<file path="config.mk">
export PLATFORM = sky130hd
export DESIGN_NAME = issueFront
export DESIGN_NICKNAME = d
export VERILOG_FILES = /design/src/issuePkg.sv /design/src/stageIf.sv /design/src/instQueue.sv /design/src/instDecode.sv /design/src/hazardDetect.sv /design/src/stageTrack.sv /design/src/issueFront.sv
export SDC_FILE = /design/constraint.sdc
export NUM_CORES = 1
export LEC_CHECK = 0
export BUFFER_PORTS_ARGS = -buffer_cell sky130_fd_sc_hd__clkbuf_2
export CORE_MARGIN = 8
export CORE_UTILIZATION = 30
export DETAILED_ROUTE_END_ITERATION = 7
export PLACE_DENSITY_LB_ADDON = 0.2
export SETUP_SLACK_MARGIN = 0.02
export SLEW_MARGIN = 20
export SYNTH_ARGS = -nofsm -noshare
export SYNTH_HDL_FRONTEND = slang
export SYNTH_SLANG_ARGS = --single-unit
</file>
<file path="constraint.sdc">
create_clock -name clk -period 5.6 [get_ports clk]
set_input_delay 1.12 -clock clk [delete_from_list [all_inputs] [get_ports clk]]
set_output_delay 1.12 -clock clk [all_outputs]
set_load 0.1 [all_outputs]
</file>
<file path="src/issuePkg.sv">
// issue front end shared definitions
// instruction word, register index, opcode classes and the stage record
// used by the queue, decoder, hazard detector and stage tracker
package issuePkg;

    // one 16-bit instruction, opcode in [15:11]
    typedef logic [15:0] instWord;

    // architectural register number, eight registers
    typedef logic [2:0] regIndex;

    // bubble inserted on a stall or an empty queue
    localparam instWord nopInst = {5'b00001, 11'b0};

    // JAL and JALR write their return address here
    localparam regIndex linkReg = 3'd7;

    // opcode groups, each one sharing operand usage and write-back shape
    typedef enum logic [3:0] {
        // 10000, reads A and B, no write
        store,
        // 10011, reads A and B, writes back the base in [10:8]
        storeUpdate,
        // 11011
        arith,
        // 11010
        bitOp,
        // 111xx, compare and set
        setCond,
        // 11000, writes [10:8] and reads nothing
        loadImmByte,
        // 00000
        halt,
        // 00001
        nop,
        // 0001x, exception entry and return, never stalls on control
        special,
        // 011xx, conditional branch on A
        branch,
        // 001x1, JR and JALR
        jumpReg,
        // 001x0, J and JAL
        jumpDisp,
        // everything else, reads A and writes [7:5]
        immediate
    } instClass;

    // shadow of one in-flight instruction, all the detector needs to know
    typedef struct packed {
        logic    wrEn;
        regIndex dest;
        // set for branches and jumps until the target is resolved
        logic    ctrl;
    } stageRec;

endpackage

</file>
<file path="src/stageIf.sv">
// in-flight stage records
// carries the D, X, M and W shadow records from the stage tracker
// to the hazard detector
interface stageIf;
    import issuePkg::*;

    // instruction issued last cycle
    stageRec recD;
    // one cycle further on
    stageRec recX;
    stageRec recM;
    // last stage, only control records still matter here
    stageRec recW;

    // tracker side, owns the shadow pipeline
    modport source (
        output recD,
        output recX,
        output recM,
        output recW
    );

    // detector side, compares the head against these
    modport sink (
        input recD,
        input recX,
        input recM,
        input recW
    );

endinterface

</file>
<file path="src/instQueue.sv">
// instruction queue
// circular buffer between fetch and the hazard detector, head visible
// combinationally, one credit handed back to fetch per popped entry
module instQueue #(
    parameter int QueueDepth = 4
) (
    input  logic             clk,
    input  logic             reset,
    input  logic             instValid,
    input  issuePkg::instWord inst,
    input  logic             pop,
    output logic             headValid,
    output issuePkg::instWord headInst,
    output logic             creditReturn
);
    import issuePkg::*;

    localparam int PtrW = (QueueDepth > 1) ? $clog2(QueueDepth) : 1;
    localparam int CntW = $clog2(QueueDepth + 1);

    instWord mem [QueueDepth];
    logic [PtrW-1:0] wrPtr;
    logic [PtrW-1:0] rdPtr;
    logic [CntW-1:0] count;

    // wrap at the last entry, depth need not be a power of two
    function automatic logic [PtrW-1:0] advance(input logic [PtrW-1:0] p);
        if (p == PtrW'(QueueDepth - 1)) begin
            return '0;
        end
        return p + 1'b1;
    endfunction

    assign headValid = (count != '0);
    assign headInst  = mem[rdPtr];

    // payload storage
    always_ff @(posedge clk) begin
        if (instValid) begin
            mem[wrPtr] <= inst;
        end
    end

    always_ff @(posedge clk) begin
        if (reset) begin
            wrPtr        <= '0;
            rdPtr        <= '0;
            count        <= '0;
            creditReturn <= 1'b0;
        end else begin
            if (instValid) begin
                wrPtr <= advance(wrPtr);
            end
            if (pop) begin
                rdPtr <= advance(rdPtr);
            end
            case ({instValid, pop})
                2'b10:   count <= count + 1'b1;
                2'b01:   count <= count - 1'b1;
                default: count <= count;
            endcase
            // credit goes back the cycle after the entry leaves
            creditReturn <= pop;
        end
    end

    // fetch must respect its credits
    pushNotFull: assert property (@(posedge clk) disable iff (reset)
        instValid |-> (count < CntW'(QueueDepth)));

    // the detector only pops a present head
    popNotEmpty: assert property (@(posedge clk) disable iff (reset)
        pop |-> headValid);

endmodule

</file>
<file path="src/instDecode.sv">
// instruction decoder
// classifies the opcode and works out which source fields are read,
// which register is written and whether the instruction redirects control
module instDecode (
    input  issuePkg::instWord  inst,
    output issuePkg::instClass cls,
    output logic               usesA,
    output logic               usesB,
    output issuePkg::regIndex  srcA,
    output issuePkg::regIndex  srcB,
    output issuePkg::stageRec  rec
);
    import issuePkg::*;

    logic [4:0] op;

    assign op = inst[15:11];

    // source fields sit at fixed positions, only their use varies
    assign srcA = inst[10:8];
    assign srcB = inst[7:5];

    always_comb begin
        unique casez (op)
            5'b10000: cls = store;
            5'b10011: cls = storeUpdate;
            5'b11011: cls = arith;
            5'b11010: cls = bitOp;
            5'b111??: cls = setCond;
            5'b11000: cls = loadImmByte;
            5'b00000: cls = halt;
            5'b00001: cls = nop;
            5'b0001?: cls = special;
            5'b011??: cls = branch;
            5'b001?1: cls = jumpReg;
            5'b001?0: cls = jumpDisp;
            default:  cls = immediate;
        endcase
    end

    always_comb begin
        usesA = 1'b0;
        usesB = 1'b0;
        rec   = '0;
        case (cls)
            store: begin
                usesA = 1'b1;
                usesB = 1'b1;
            end
            storeUpdate: begin
                usesA    = 1'b1;
                usesB    = 1'b1;
                // updated base goes back to rs
                rec.wrEn = 1'b1;
                rec.dest = inst[10:8];
            end
            arith, bitOp, setCond: begin
                usesA    = 1'b1;
                usesB    = 1'b1;
                rec.wrEn = 1'b1;
                rec.dest = inst[4:2];
            end
            loadImmByte: begin
                rec.wrEn = 1'b1;
                rec.dest = inst[10:8];
            end
            branch: begin
                usesA    = 1'b1;
                rec.ctrl = 1'b1;
            end
            jumpReg, jumpDisp: begin
                usesA    = (cls == jumpReg);
                rec.ctrl = 1'b1;
                // opcode bit 1 picks the linking form, JAL or JALR
                rec.wrEn = op[1];
                rec.dest = op[1] ? linkReg : '0;
            end
            immediate: begin
                usesA    = 1'b1;
                rec.wrEn = 1'b1;
                rec.dest = inst[7:5];
            end
            // halt, nop and special read and write nothing
            default: begin
                rec = '0;
            end
        endcase
    end

endmodule

</file>
<file path="src/hazardDetect.sv">
// hazard detector
// checks the queue head against the in-flight records, stalls on RAW and
// control hazards and selects EX-to-EX forwarding for a writer in D
module hazardDetect (
    input  logic               headValid,
    input  issuePkg::instWord  headInst,
    input  issuePkg::instClass cls,
    input  logic               usesA,
    input  logic               usesB,
    input  issuePkg::regIndex  srcA,
    input  issuePkg::regIndex  srcB,
    stageIf.sink               stages,
    output logic               pop,
    output logic               stall,
    output logic               fwdA,
    output logic               fwdB,
    output logic               issueValid,
    output issuePkg::instWord  issueInst
);
    import issuePkg::*;

    // per-stage source matches, already qualified by use and write enable
    logic matchDA;
    logic matchDB;
    logic matchXA;
    logic matchXB;
    logic matchMA;
    logic matchMB;
    logic dataHaz;
    logic ctrlHaz;
    logic noFwd;

    assign matchDA = usesA && stages.recD.wrEn && (stages.recD.dest == srcA);
    assign matchDB = usesB && stages.recD.wrEn && (stages.recD.dest == srcB);
    assign matchXA = usesA && stages.recX.wrEn && (stages.recX.dest == srcA);
    assign matchXB = usesB && stages.recX.wrEn && (stages.recX.dest == srcB);
    assign matchMA = usesA && stages.recM.wrEn && (stages.recM.dest == srcA);
    assign matchMB = usesB && stages.recM.wrEn && (stages.recM.dest == srcB);

    // immediate-class ops have no forward path into their A operand
    assign noFwd = (cls == immediate);

    // X and M results are not forwardable, W writes back before the read
    always_comb begin
        dataHaz = matchXA || matchXB || matchMA || matchMB;
        if (noFwd) begin
            dataHaz = dataHaz || matchDA || matchDB;
        end
    end

    // any unresolved branch or jump holds everything behind it
    always_comb begin
        ctrlHaz = stages.recD.ctrl || stages.recX.ctrl ||
                  stages.recM.ctrl || stages.recW.ctrl;
        if (cls == special) begin
            ctrlHaz = 1'b0;
        end
    end

    // an empty queue is a bubble, not a stall
    assign stall = headValid && (dataHaz || ctrlHaz);

    assign pop        = headValid && !stall;
    assign issueValid = pop;
    assign issueInst  = pop ? headInst : nopInst;

    // a D writer feeds the consumer straight out of EX
    assign fwdA = pop && !noFwd && matchDA;
    assign fwdB = pop && !noFwd && matchDB;

endmodule

</file>
<file path="src/stageTrack.sv">
// stage tracker
// shadow pipeline of D, X, M and W records that advances every clock,
// also holds the registered issue outputs of the D stage
module stageTrack (
    input  logic              clk,
    input  logic              reset,
    input  logic              issueValid,
    input  issuePkg::instWord issueInst,
    input  issuePkg::stageRec issueRec,
    input  logic              fwdA,
    input  logic              fwdB,
    stageIf.source            stages,
    output issuePkg::instWord issuedInst,
    output logic              fwdASel,
    output logic              fwdBSel
);
    import issuePkg::*;

    // downstream never stalls, so the records shift unconditionally
    always_ff @(posedge clk) begin
        if (reset) begin
            stages.recD <= '0;
            stages.recX <= '0;
            stages.recM <= '0;
            stages.recW <= '0;
            issuedInst  <= nopInst;
            fwdASel     <= 1'b0;
            fwdBSel     <= 1'b0;
        end else begin
            stages.recW <= stages.recM;
            stages.recM <= stages.recX;
            stages.recX <= stages.recD;
            // bubbles enter D as an empty record
            stages.recD <= issueValid ? issueRec : '0;
            issuedInst  <= issueInst;
            fwdASel     <= fwdA;
            fwdBSel     <= fwdB;
        end
    end

    // a NOP-opcode word in D never writes or redirects, whether it came
    // from the detector as a bubble or from the queue
    bubbleNoWrite: assert property (@(posedge clk) disable iff (reset)
        (issuedInst[15:11] == nopInst[15:11]) |-> (!stages.recD.wrEn && !stages.recD.ctrl));

    // a forward select only comes with an issued instruction, never with a stall
    fwdOnlyOnIssue: assert property (@(posedge clk) disable iff (reset)
        (fwdA || fwdB) |-> issueValid);

endmodule

</file>
<file path="src/issueFront.sv">
// issue-control front end
// credit-fed instruction queue, decoder, hazard detector and stage tracker
// of a five-stage in-order pipeline
module issueFront #(
    parameter int QueueDepth = 4
) (
    input  logic              clk,
    input  logic              reset,
    input  logic              instValid,
    input  issuePkg::instWord inst,
    output logic              creditReturn,
    output issuePkg::instWord issuedInst,
    output logic              fwdASel,
    output logic              fwdBSel,
    output logic              stallOut
);
    import issuePkg::*;

    // queue head
    logic     headValid;
    instWord  headInst;
    logic     pop;

    // decoded head
    instClass cls;
    logic     usesA;
    logic     usesB;
    regIndex  srcA;
    regIndex  srcB;
    stageRec  headRec;

    // issue decision
    logic     issueValid;
    instWord  issueInst;
    logic     fwdA;
    logic     fwdB;

    stageIf stages ();

    instQueue #(
        .QueueDepth (QueueDepth)
    ) queue (
        .clk          (clk),
        .reset        (reset),
        .instValid    (instValid),
        .inst         (inst),
        .pop          (pop),
        .headValid    (headValid),
        .headInst     (headInst),
        .creditReturn (creditReturn)
    );

    instDecode decode (
        .inst  (headInst),
        .cls   (cls),
        .usesA (usesA),
        .usesB (usesB),
        .srcA  (srcA),
        .srcB  (srcB),
        .rec   (headRec)
    );

    hazardDetect detect (
        .headValid  (headValid),
        .headInst   (headInst),
        .cls        (cls),
        .usesA      (usesA),
        .usesB      (usesB),
        .srcA       (srcA),
        .srcB       (srcB),
        .stages     (stages.sink),
        .pop        (pop),
        .stall      (stallOut),
        .fwdA       (fwdA),
        .fwdB       (fwdB),
        .issueValid (issueValid),
        .issueInst  (issueInst)
    );

    stageTrack track (
        .clk        (clk),
        .reset      (reset),
        .issueValid (issueValid),
        .issueInst  (issueInst),
        .issueRec   (headRec),
        .fwdA       (fwdA),
        .fwdB       (fwdB),
        .stages     (stages.source),
        .issuedInst (issuedInst),
        .fwdASel    (fwdASel),
        .fwdBSel    (fwdBSel)
    );

endmodule

</file>
==> flow_summary_export.csv, run 1 <==
group,metric,value,unit
setup_path,crit_type,"flip-flop to output pin",
detailed_routing,routedWlPerCell,17.31,µm
floorplan,ios,39,
cells_and_area,nets,348,
timing,slew_violations,0,
setup_path,worstPathRequired,4.48,ns
cells_and_area,instances_no_fill,507,
detailed_routing,dr_total_vias,2387,
global_route,grtUsageTotal,10.29,%
flow_run,maxCapViolations,0,
cts,cts_tree,"built",
floorplan,core,13830,µm²
cts,ctsLongestPathBuffers,2,
timing,period_needed,4.623,ns
timing,finalSetupViolCount,0,
global_route,antenna_found_initial,0,
timing,max_slew_margin,36.63,%
status,outcome,"complete, no violations",
detailed_routing,wirelength,8.774,mm
setup_path,critPathMaxFanout,8,
cells_and_area,syn_to_final_growth,16.70,%
floorplan,floorplan.initialDensity,30.51,%
worst_hold_path,holdCritPathClass,"flip-flop to flip-flop",
timing,rsz0062_at_grt,"false",
timing,setup_slack,0.9774,ns
logic_synthesis,avgSynthCellArea,15.07,µm²
cts,insertion_delay,0.35,ns
placed_design,gp_congestion,0.7593,
timing,skew,0.006095,ns
logic_synthesis,synthCells,280,
cells_and_area,diodes,0,
global_route,grt_pass1_vias,2504,
global_route,grt-ovfl-total,0,
setup_path,critPathCaptureType,"output pin",
logic_synthesis,synth_edf_count,64,
logic_synthesis,ys_ff_latch,108,
cts,cts_buffers,9,
floorplan,die_x,134.6,µm
floorplan,rows,43,
logic_synthesis,synth_fp_nets,306,
cts,cts.sinks,108,
global_route,grt_max_degree,20,
detailed_routing,first_pass_iters,4,
detailed_routing,vias_per_cell,4.708,
logic_synthesis,yosys_warnings,0,
cts,cts_resized,0,
detailed_routing,drtAntennaViolNets,0,
cts,clk_pin_slew_worst_paths,0.07,ns
cts,htreeDepth,3,
placed_design,place_ws,1.317,ns
floorplan,dieArea,18110,µm²
floorplan,dieHeight,134.6,µm
logic_synthesis,synth_cell_types,47,
setup_path,worstPathArrival,3.50,ns
cts,postCtsSetupBuffers,0,
placed_design,dpl.hpwl,6.178,mm
cts,cts_root_buffer,"clkbuf_16",
timing,period_share,82.55,%
logic_synthesis,syn_area,4219,µm²
timing,max_slew.worst_pin.slew,0.9505,ns
timing,max_freq,0.2163,GHz
logic_synthesis,async_reset_ff_share,0,%
detailed_routing,drcViolationCount,0,
detailed_routing,drt_first_iter_violations,153,
power,p_leak,1.766,nW
global_route,grt_first_pass_wirelength,13.82,mm
cells_and_area,drive_gt1_share,25.38,%
power,ir_drop,0.1892,mV
placed_design,numPortBuffers,38,
logic_synthesis,seq_area_frac_synth,66.43,%
cells_and_area,post-route-util,35.61,%
placed_design,placedCellCount,491,
setup_path,startpoint_type,"flip-flop",
cts,hold_buffers,0,
power,powerDensity,531.2,nW/µm²
timing,fin_tns_setup,0,ns
logic_synthesis,synthFlopType,"edfxtp_1",
timing,hold_viol,0,
## kinds of logic (layout without fill, tap and decap cells)
group / count (synthesis) / in the layout / synth area share (%)
compound gates: 31 / 31 / 4.982
flops: 108 / 108 / 66.43
fa+ha+maj: 7 / 7 / 2.254
simple gates: 74 / 74 / 10.41
xor+xnor: 20 / 20 / 4.152
mux: 20 / 20 / 9.520
buf+inv: 20 / 67 / 2.254
## power by group
part           internal [mW]  switching, mW  total [mW]  leakage (nW)
combinational          0.294          0.656       0.950         0.668
clock                  0.385          0.274       0.658         0.151
sequential             0.942         0.0647        1.01         0.947
## worst max-delay path: stages (launching register included)
cell and delay [ns]:
dfxtp_1 0.66, mux4_2 0.65, inv_1 0.15, a21oi_1 0.09, o32ai_1 0.67, o21ai_1 0.22, a31oi_1 0.22, clkbuf_2 0.49
## sequential cells by signal, summed over array words and instances, names as in the netlist, named ones only
register and flops:
track.issuedInst 16, queue.rdPtr 2, track.fwdBSel 1, track.stages.recX 5
track.stages.recW 1, track.stages.recD 5, queue.wrPtr 2, queue.mem 64
track.fwdASel 1, queue.creditReturn 1, queue.count 3, track.stages.recM 5
## stage by stage
step                power (mW)  instance area (µm²)  hold WS (ns)
floorplan                1.795                 4219        0.4385
global placement         1.975                 4603        0.4435
detailed placement       1.988                 4603        0.4629
CTS                      2.652                 4923        0.4730
global route             2.746                 4923        0.4818
finish                   2.615                 4923        0.4702
## synthesized netlist by cell type, drive strengths merged (2+ instances only)
master / number / area, µm²
edfxtp: 64 / 1922
dfxtp: 44 / 880.8
xnor2: 18 / 157.7
mux4: 16 / 360.4
nor2: 14 / 52.55
a21oi: 13 / 68.82
and3: 13 / 81.33
nor2b: 11 / 68.82
inv: 9 / 33.78
buf: 7 / 46.29
nand2: 7 / 26.28
ha: 6 / 75.07
nand4: 6 / 37.54
nor3: 6 / 35.03
and2: 4 / 25.02
clkbuf: 4 / 15.01
o21ai: 4 / 20.01
a221oi: 3 / 26.28
mux2i: 3 / 30.03
nor4: 3 / 18.77
a31oi: 2 / 12.51
and3b: 2 / 17.52
o21a: 2 / 15.01
or2: 2 / 12.52
or3b: 2 / 20.02
xor2: 2 / 17.52
## layout by cell type, fill, tap and decap left out, types with 2 or more instances in the layout
cell | netlist | final
a21oi_1 | 12 | 12
a221oi_1 | 3 | 3
a31oi_1 | 2 | 2
and2_1 | 4 | 4
and3_1 | 13 | 13
and3b_1 | 2 | 2
buf_4 | 2 | 4
clkbuf_16 | 0 | 9
clkbuf_2 | 0 | 38
clkbuf_8 | 0 | 3
clkinvlp_4 | 0 | 2
dfxtp_1 | 44 | 44
edfxtp_1 | 64 | 64
ha_1 | 6 | 6
inv_1 | 8 | 8
mux2i_1 | 3 | 3
mux4_2 | 16 | 16
nand2_1 | 7 | 7
nand4_1 | 6 | 6
nor2_1 | 14 | 14
nor2b_1 | 11 | 11
nor3_1 | 5 | 5
nor4_1 | 3 | 3
o21a_1 | 2 | 2
o21ai_0 | 3 | 3
xnor2_1 | 18 | 18
xor2_1 | 2 | 2
## final timing paths
check,end,cells past startpoint,slack (ns),from
setup reg to reg,queue.count[2],13,1.51,flip-flop
setup / recovery,stallOut,7,0.98,flip-flop
hold / removal,track.stages.recM[0],1,0.47,track.stages.recX[0]
hold reg to reg,track.stages.recM[0],1,0.47,track.stages.recX[0]
## final cells by class
| type | count | area, µm² |
|---|---|---|
| Timing Repair Buffer | 42 | 220.2 |
| Fill cell | 1312 | 8904 |
| Clock inverter | 4 | 53.80 |
| Multi-Input combinational cell | 152 | 1321 |
| Sequential cell | 108 | 2803 |
| Clock buffer | 12 | 266.5 |
| Tap cell | 180 | 225.2 |
| Inverter | 9 | 33.78 |
## metal layers
metal / vias up / GRT usage, % / share of wire (%)
met5: - / 0 / 0
met1: 1194 / 12.02 / 43
met4: 0 / 6.238 / 2.8
met2: 50 / 16.95 / 50
li1: 1128 / - / -
met3: 15 / 2.303 / 4.1
(Power assumes the default switching activity.)
==> inputs of run 2 (changes only) <==
==> constraint.sdc (replaced) <==
create_clock -name clk -period 4.17 [get_ports clk]
set_input_delay 0.834 -clock clk [delete_from_list [all_inputs] [get_ports clk]]
set_output_delay 0.834 -clock clk [all_outputs]
set_load 0.1 [all_outputs]
==> flow_summary_export.csv, run 2 (same netlist as run 1, synthesis figures left out) <==
group,metric,value,unit
power,ir_drop,0.3831,mV
cells_and_area,diodes,0,
cts,cts_buffers,9,
floorplan,dieHeight,134.6,µm
flow_run,maxCapViolations,0,
global_route,grt_pass1_vias,2547,
floorplan,floorplan.initialDensity,30.51,%
timing,finalSetupViolCount,0,
global_route,grt-ovfl-total,0,
setup_path,critPathCaptureType,"output pin",
timing,slew_violations,0,
cells_and_area,final_common_cell,"edfxtp_1",
cts,cts_tree,"built",
detailed_routing,wirelength,8.522,mm
detailed_routing,dr_total_vias,2348,
setup_path,crit_type,"flip-flop to output pin",
cts,ctsLongestPathBuffers,2,
cts,cts_resized,0,
cts,postCtsSetupBuffers,0,
setup_path,worstPathArrival,3.06,ns
worst_hold_path,holdCritPathClass,"flip-flop to flip-flop",
floorplan,die_x,134.6,µm
floorplan,core,13830,µm²
detailed_routing,drcViolationCount,0,
global_route,grt_first_pass_wirelength,13.82,mm
timing,max_freq,0.2566,GHz
global_route,grt_max_degree,21,
placed_design,place_ws,0.3712,ns
cts,clk_pin_slew_worst_paths,0.07,ns
cts,hold_buffers,0,
placed_design,dpl.hpwl,6.071,mm
detailed_routing,routedWlPerCell,16.71,µm
cells_and_area,drive_gt1_share,26.36,%
setup_path,critPathMaxStageDelay,0.61,ns
placed_design,numPortBuffers,38,
timing,hold_viol,0,
cells_and_area,syn_to_final_growth,17.50,%
power,p_leak,1.787,nW
global_route,grtUsageTotal,10.17,%
timing,setup_slack,0.2733,ns
power,powerDensity,708.9,nW/µm²
detailed_routing,first_pass_iters,4,
cells_and_area,regMostFlops,"queue.mem",
cells_and_area,fillers,1320,
detailed_routing,vias_per_cell,4.604,
global_route,antenna_found_initial,0,
detailed_routing,drtAntennaViolNets,0,
power,power,3.514,mW
timing,max_slew.worst_pin.slew,0.9201,ns
timing,max_slew_margin,38.66,%
setup_path,path_cells,"buf_4, mux4_2, nor4_1, a311oi_2, nor3_1, o21ai_1, a31oi_2, buf_12",
setup_path,slowest_stage,"mux4_2",
timing,rsz0062_at_grt,"false",
timing,fin_tns_setup,0,ns
cts,htreeDepth,3,
cells_and_area,layout_common_cells,"edfxtp_1 (64), dfxtp_1 (44), clkbuf_2 (37)",
setup_path,critPathMaxFanout,12,
floorplan,dieArea,18110,µm²
detailed_routing,drt_first_iter_violations,70,
cells_and_area,reg.largest.list,"queue.mem: 64 flops, track.issuedInst: 16 flops",
floorplan,rows,43,
cells_and_area,nets,351,
timing,period_share,93.45,%
placed_design,gp_congestion,0.7582,
cells_and_area,largest_reg_flops,64,
setup_path,worstPathRequired,3.34,ns
cts,cts_root_buffer,"clkbuf_16",
timing,skew,0.01051,ns
setup_path,startpoint_type,"flip-flop",
status,outcome,"complete, no violations",
timing,period_needed,3.897,ns
floorplan,ios,39,
cts,insertion_delay,0.36,ns
cts,cts.sinks,108,
-- run 2: cell types whose count changed in the layout (fill, tap and decap cells not counted), moves of 2 or more --
cell	previous run	this run
buf_4	4	7
clkbuf_8	3	0
clkinv_4	0	2
clkinvlp_4	2	0
inv_8	0	3
-- run 2: power by group --
group | leakage (nW) | internal [mW] | switching [mW]
combinational | 0.687 | 0.418 | 0.893
clock | 0.154 | 0.459 | 0.407
sequential | 0.947 | 1.26 | 0.0728
total | 1.79 | 2.14 | 1.37
-- run 2: cell type report --
cell class / instances / area (µm²) / share of cell area (%)
Inverter: 9 / 33.78 / 0.6815
Timing Repair Buffer: 45 / 257.7 / 5.199
Clock buffer: 10 / 250.2 / 5.048
Multi-Input combinational cell: 152 / 1328 / 26.78
Tap cell: 180 / 225.2 / 4.543
Sequential cell: 108 / 2803 / 56.54
Clock inverter: 6 / 60.06 / 1.212
-- run 2: worst max-delay path: cells and delay by family (launching register included) --
kind | cells | cell delay [ns]
compound gates | 3 | 0.48
buf+inv | 2 | 0.52
flops | 1 | 0.47
mux | 1 | 0.61
simple gates | 2 | 0.61
-- run 2: layer usage --
layer / vias to the layer above / GRT usage, % / wire length [µm]
met5: - / 0 / 0
met4: 0 / 4.117 / 122
met3: 7 / 3.343 / 288
met2: 35 / 16.89 / 4282
met1: 1172 / 11.88 / 3828
li1: 1134 / - / -
-- run 2: worst paths after layout --
check | start | cells after the start | end | slack, ns
worst max register to register | flip-flop | 12 | queue.count[2] | 0.43
worst min-delay path | track.stages.recD[0] | 1 | track.stages.recX[0] | 0.47
worst min register to register | track.stages.recD[0] | 1 | track.stages.recX[0] | 0.47
worst max-delay path | flip-flop | 8 | stallOut | 0.27
-- run 2: stage by stage --
step | hold WS [ns] | instance area (µm²) | cells | utilization (%)
5_1_grt | 0.4892 | 4957 | 510 | 35.85
4_1_cts | 0.4690 | 4957 | 510 | 35.85
2_1_floorplan | 0.4385 | 4225 | 280 | -
3_3_place_gp | 0.4506 | 4647 | 494 | 33.61
6_report | 0.4663 | 4957 | 510 | 35.85
3_5_place_dp | 0.4591 | 4647 | 494 | 33.61
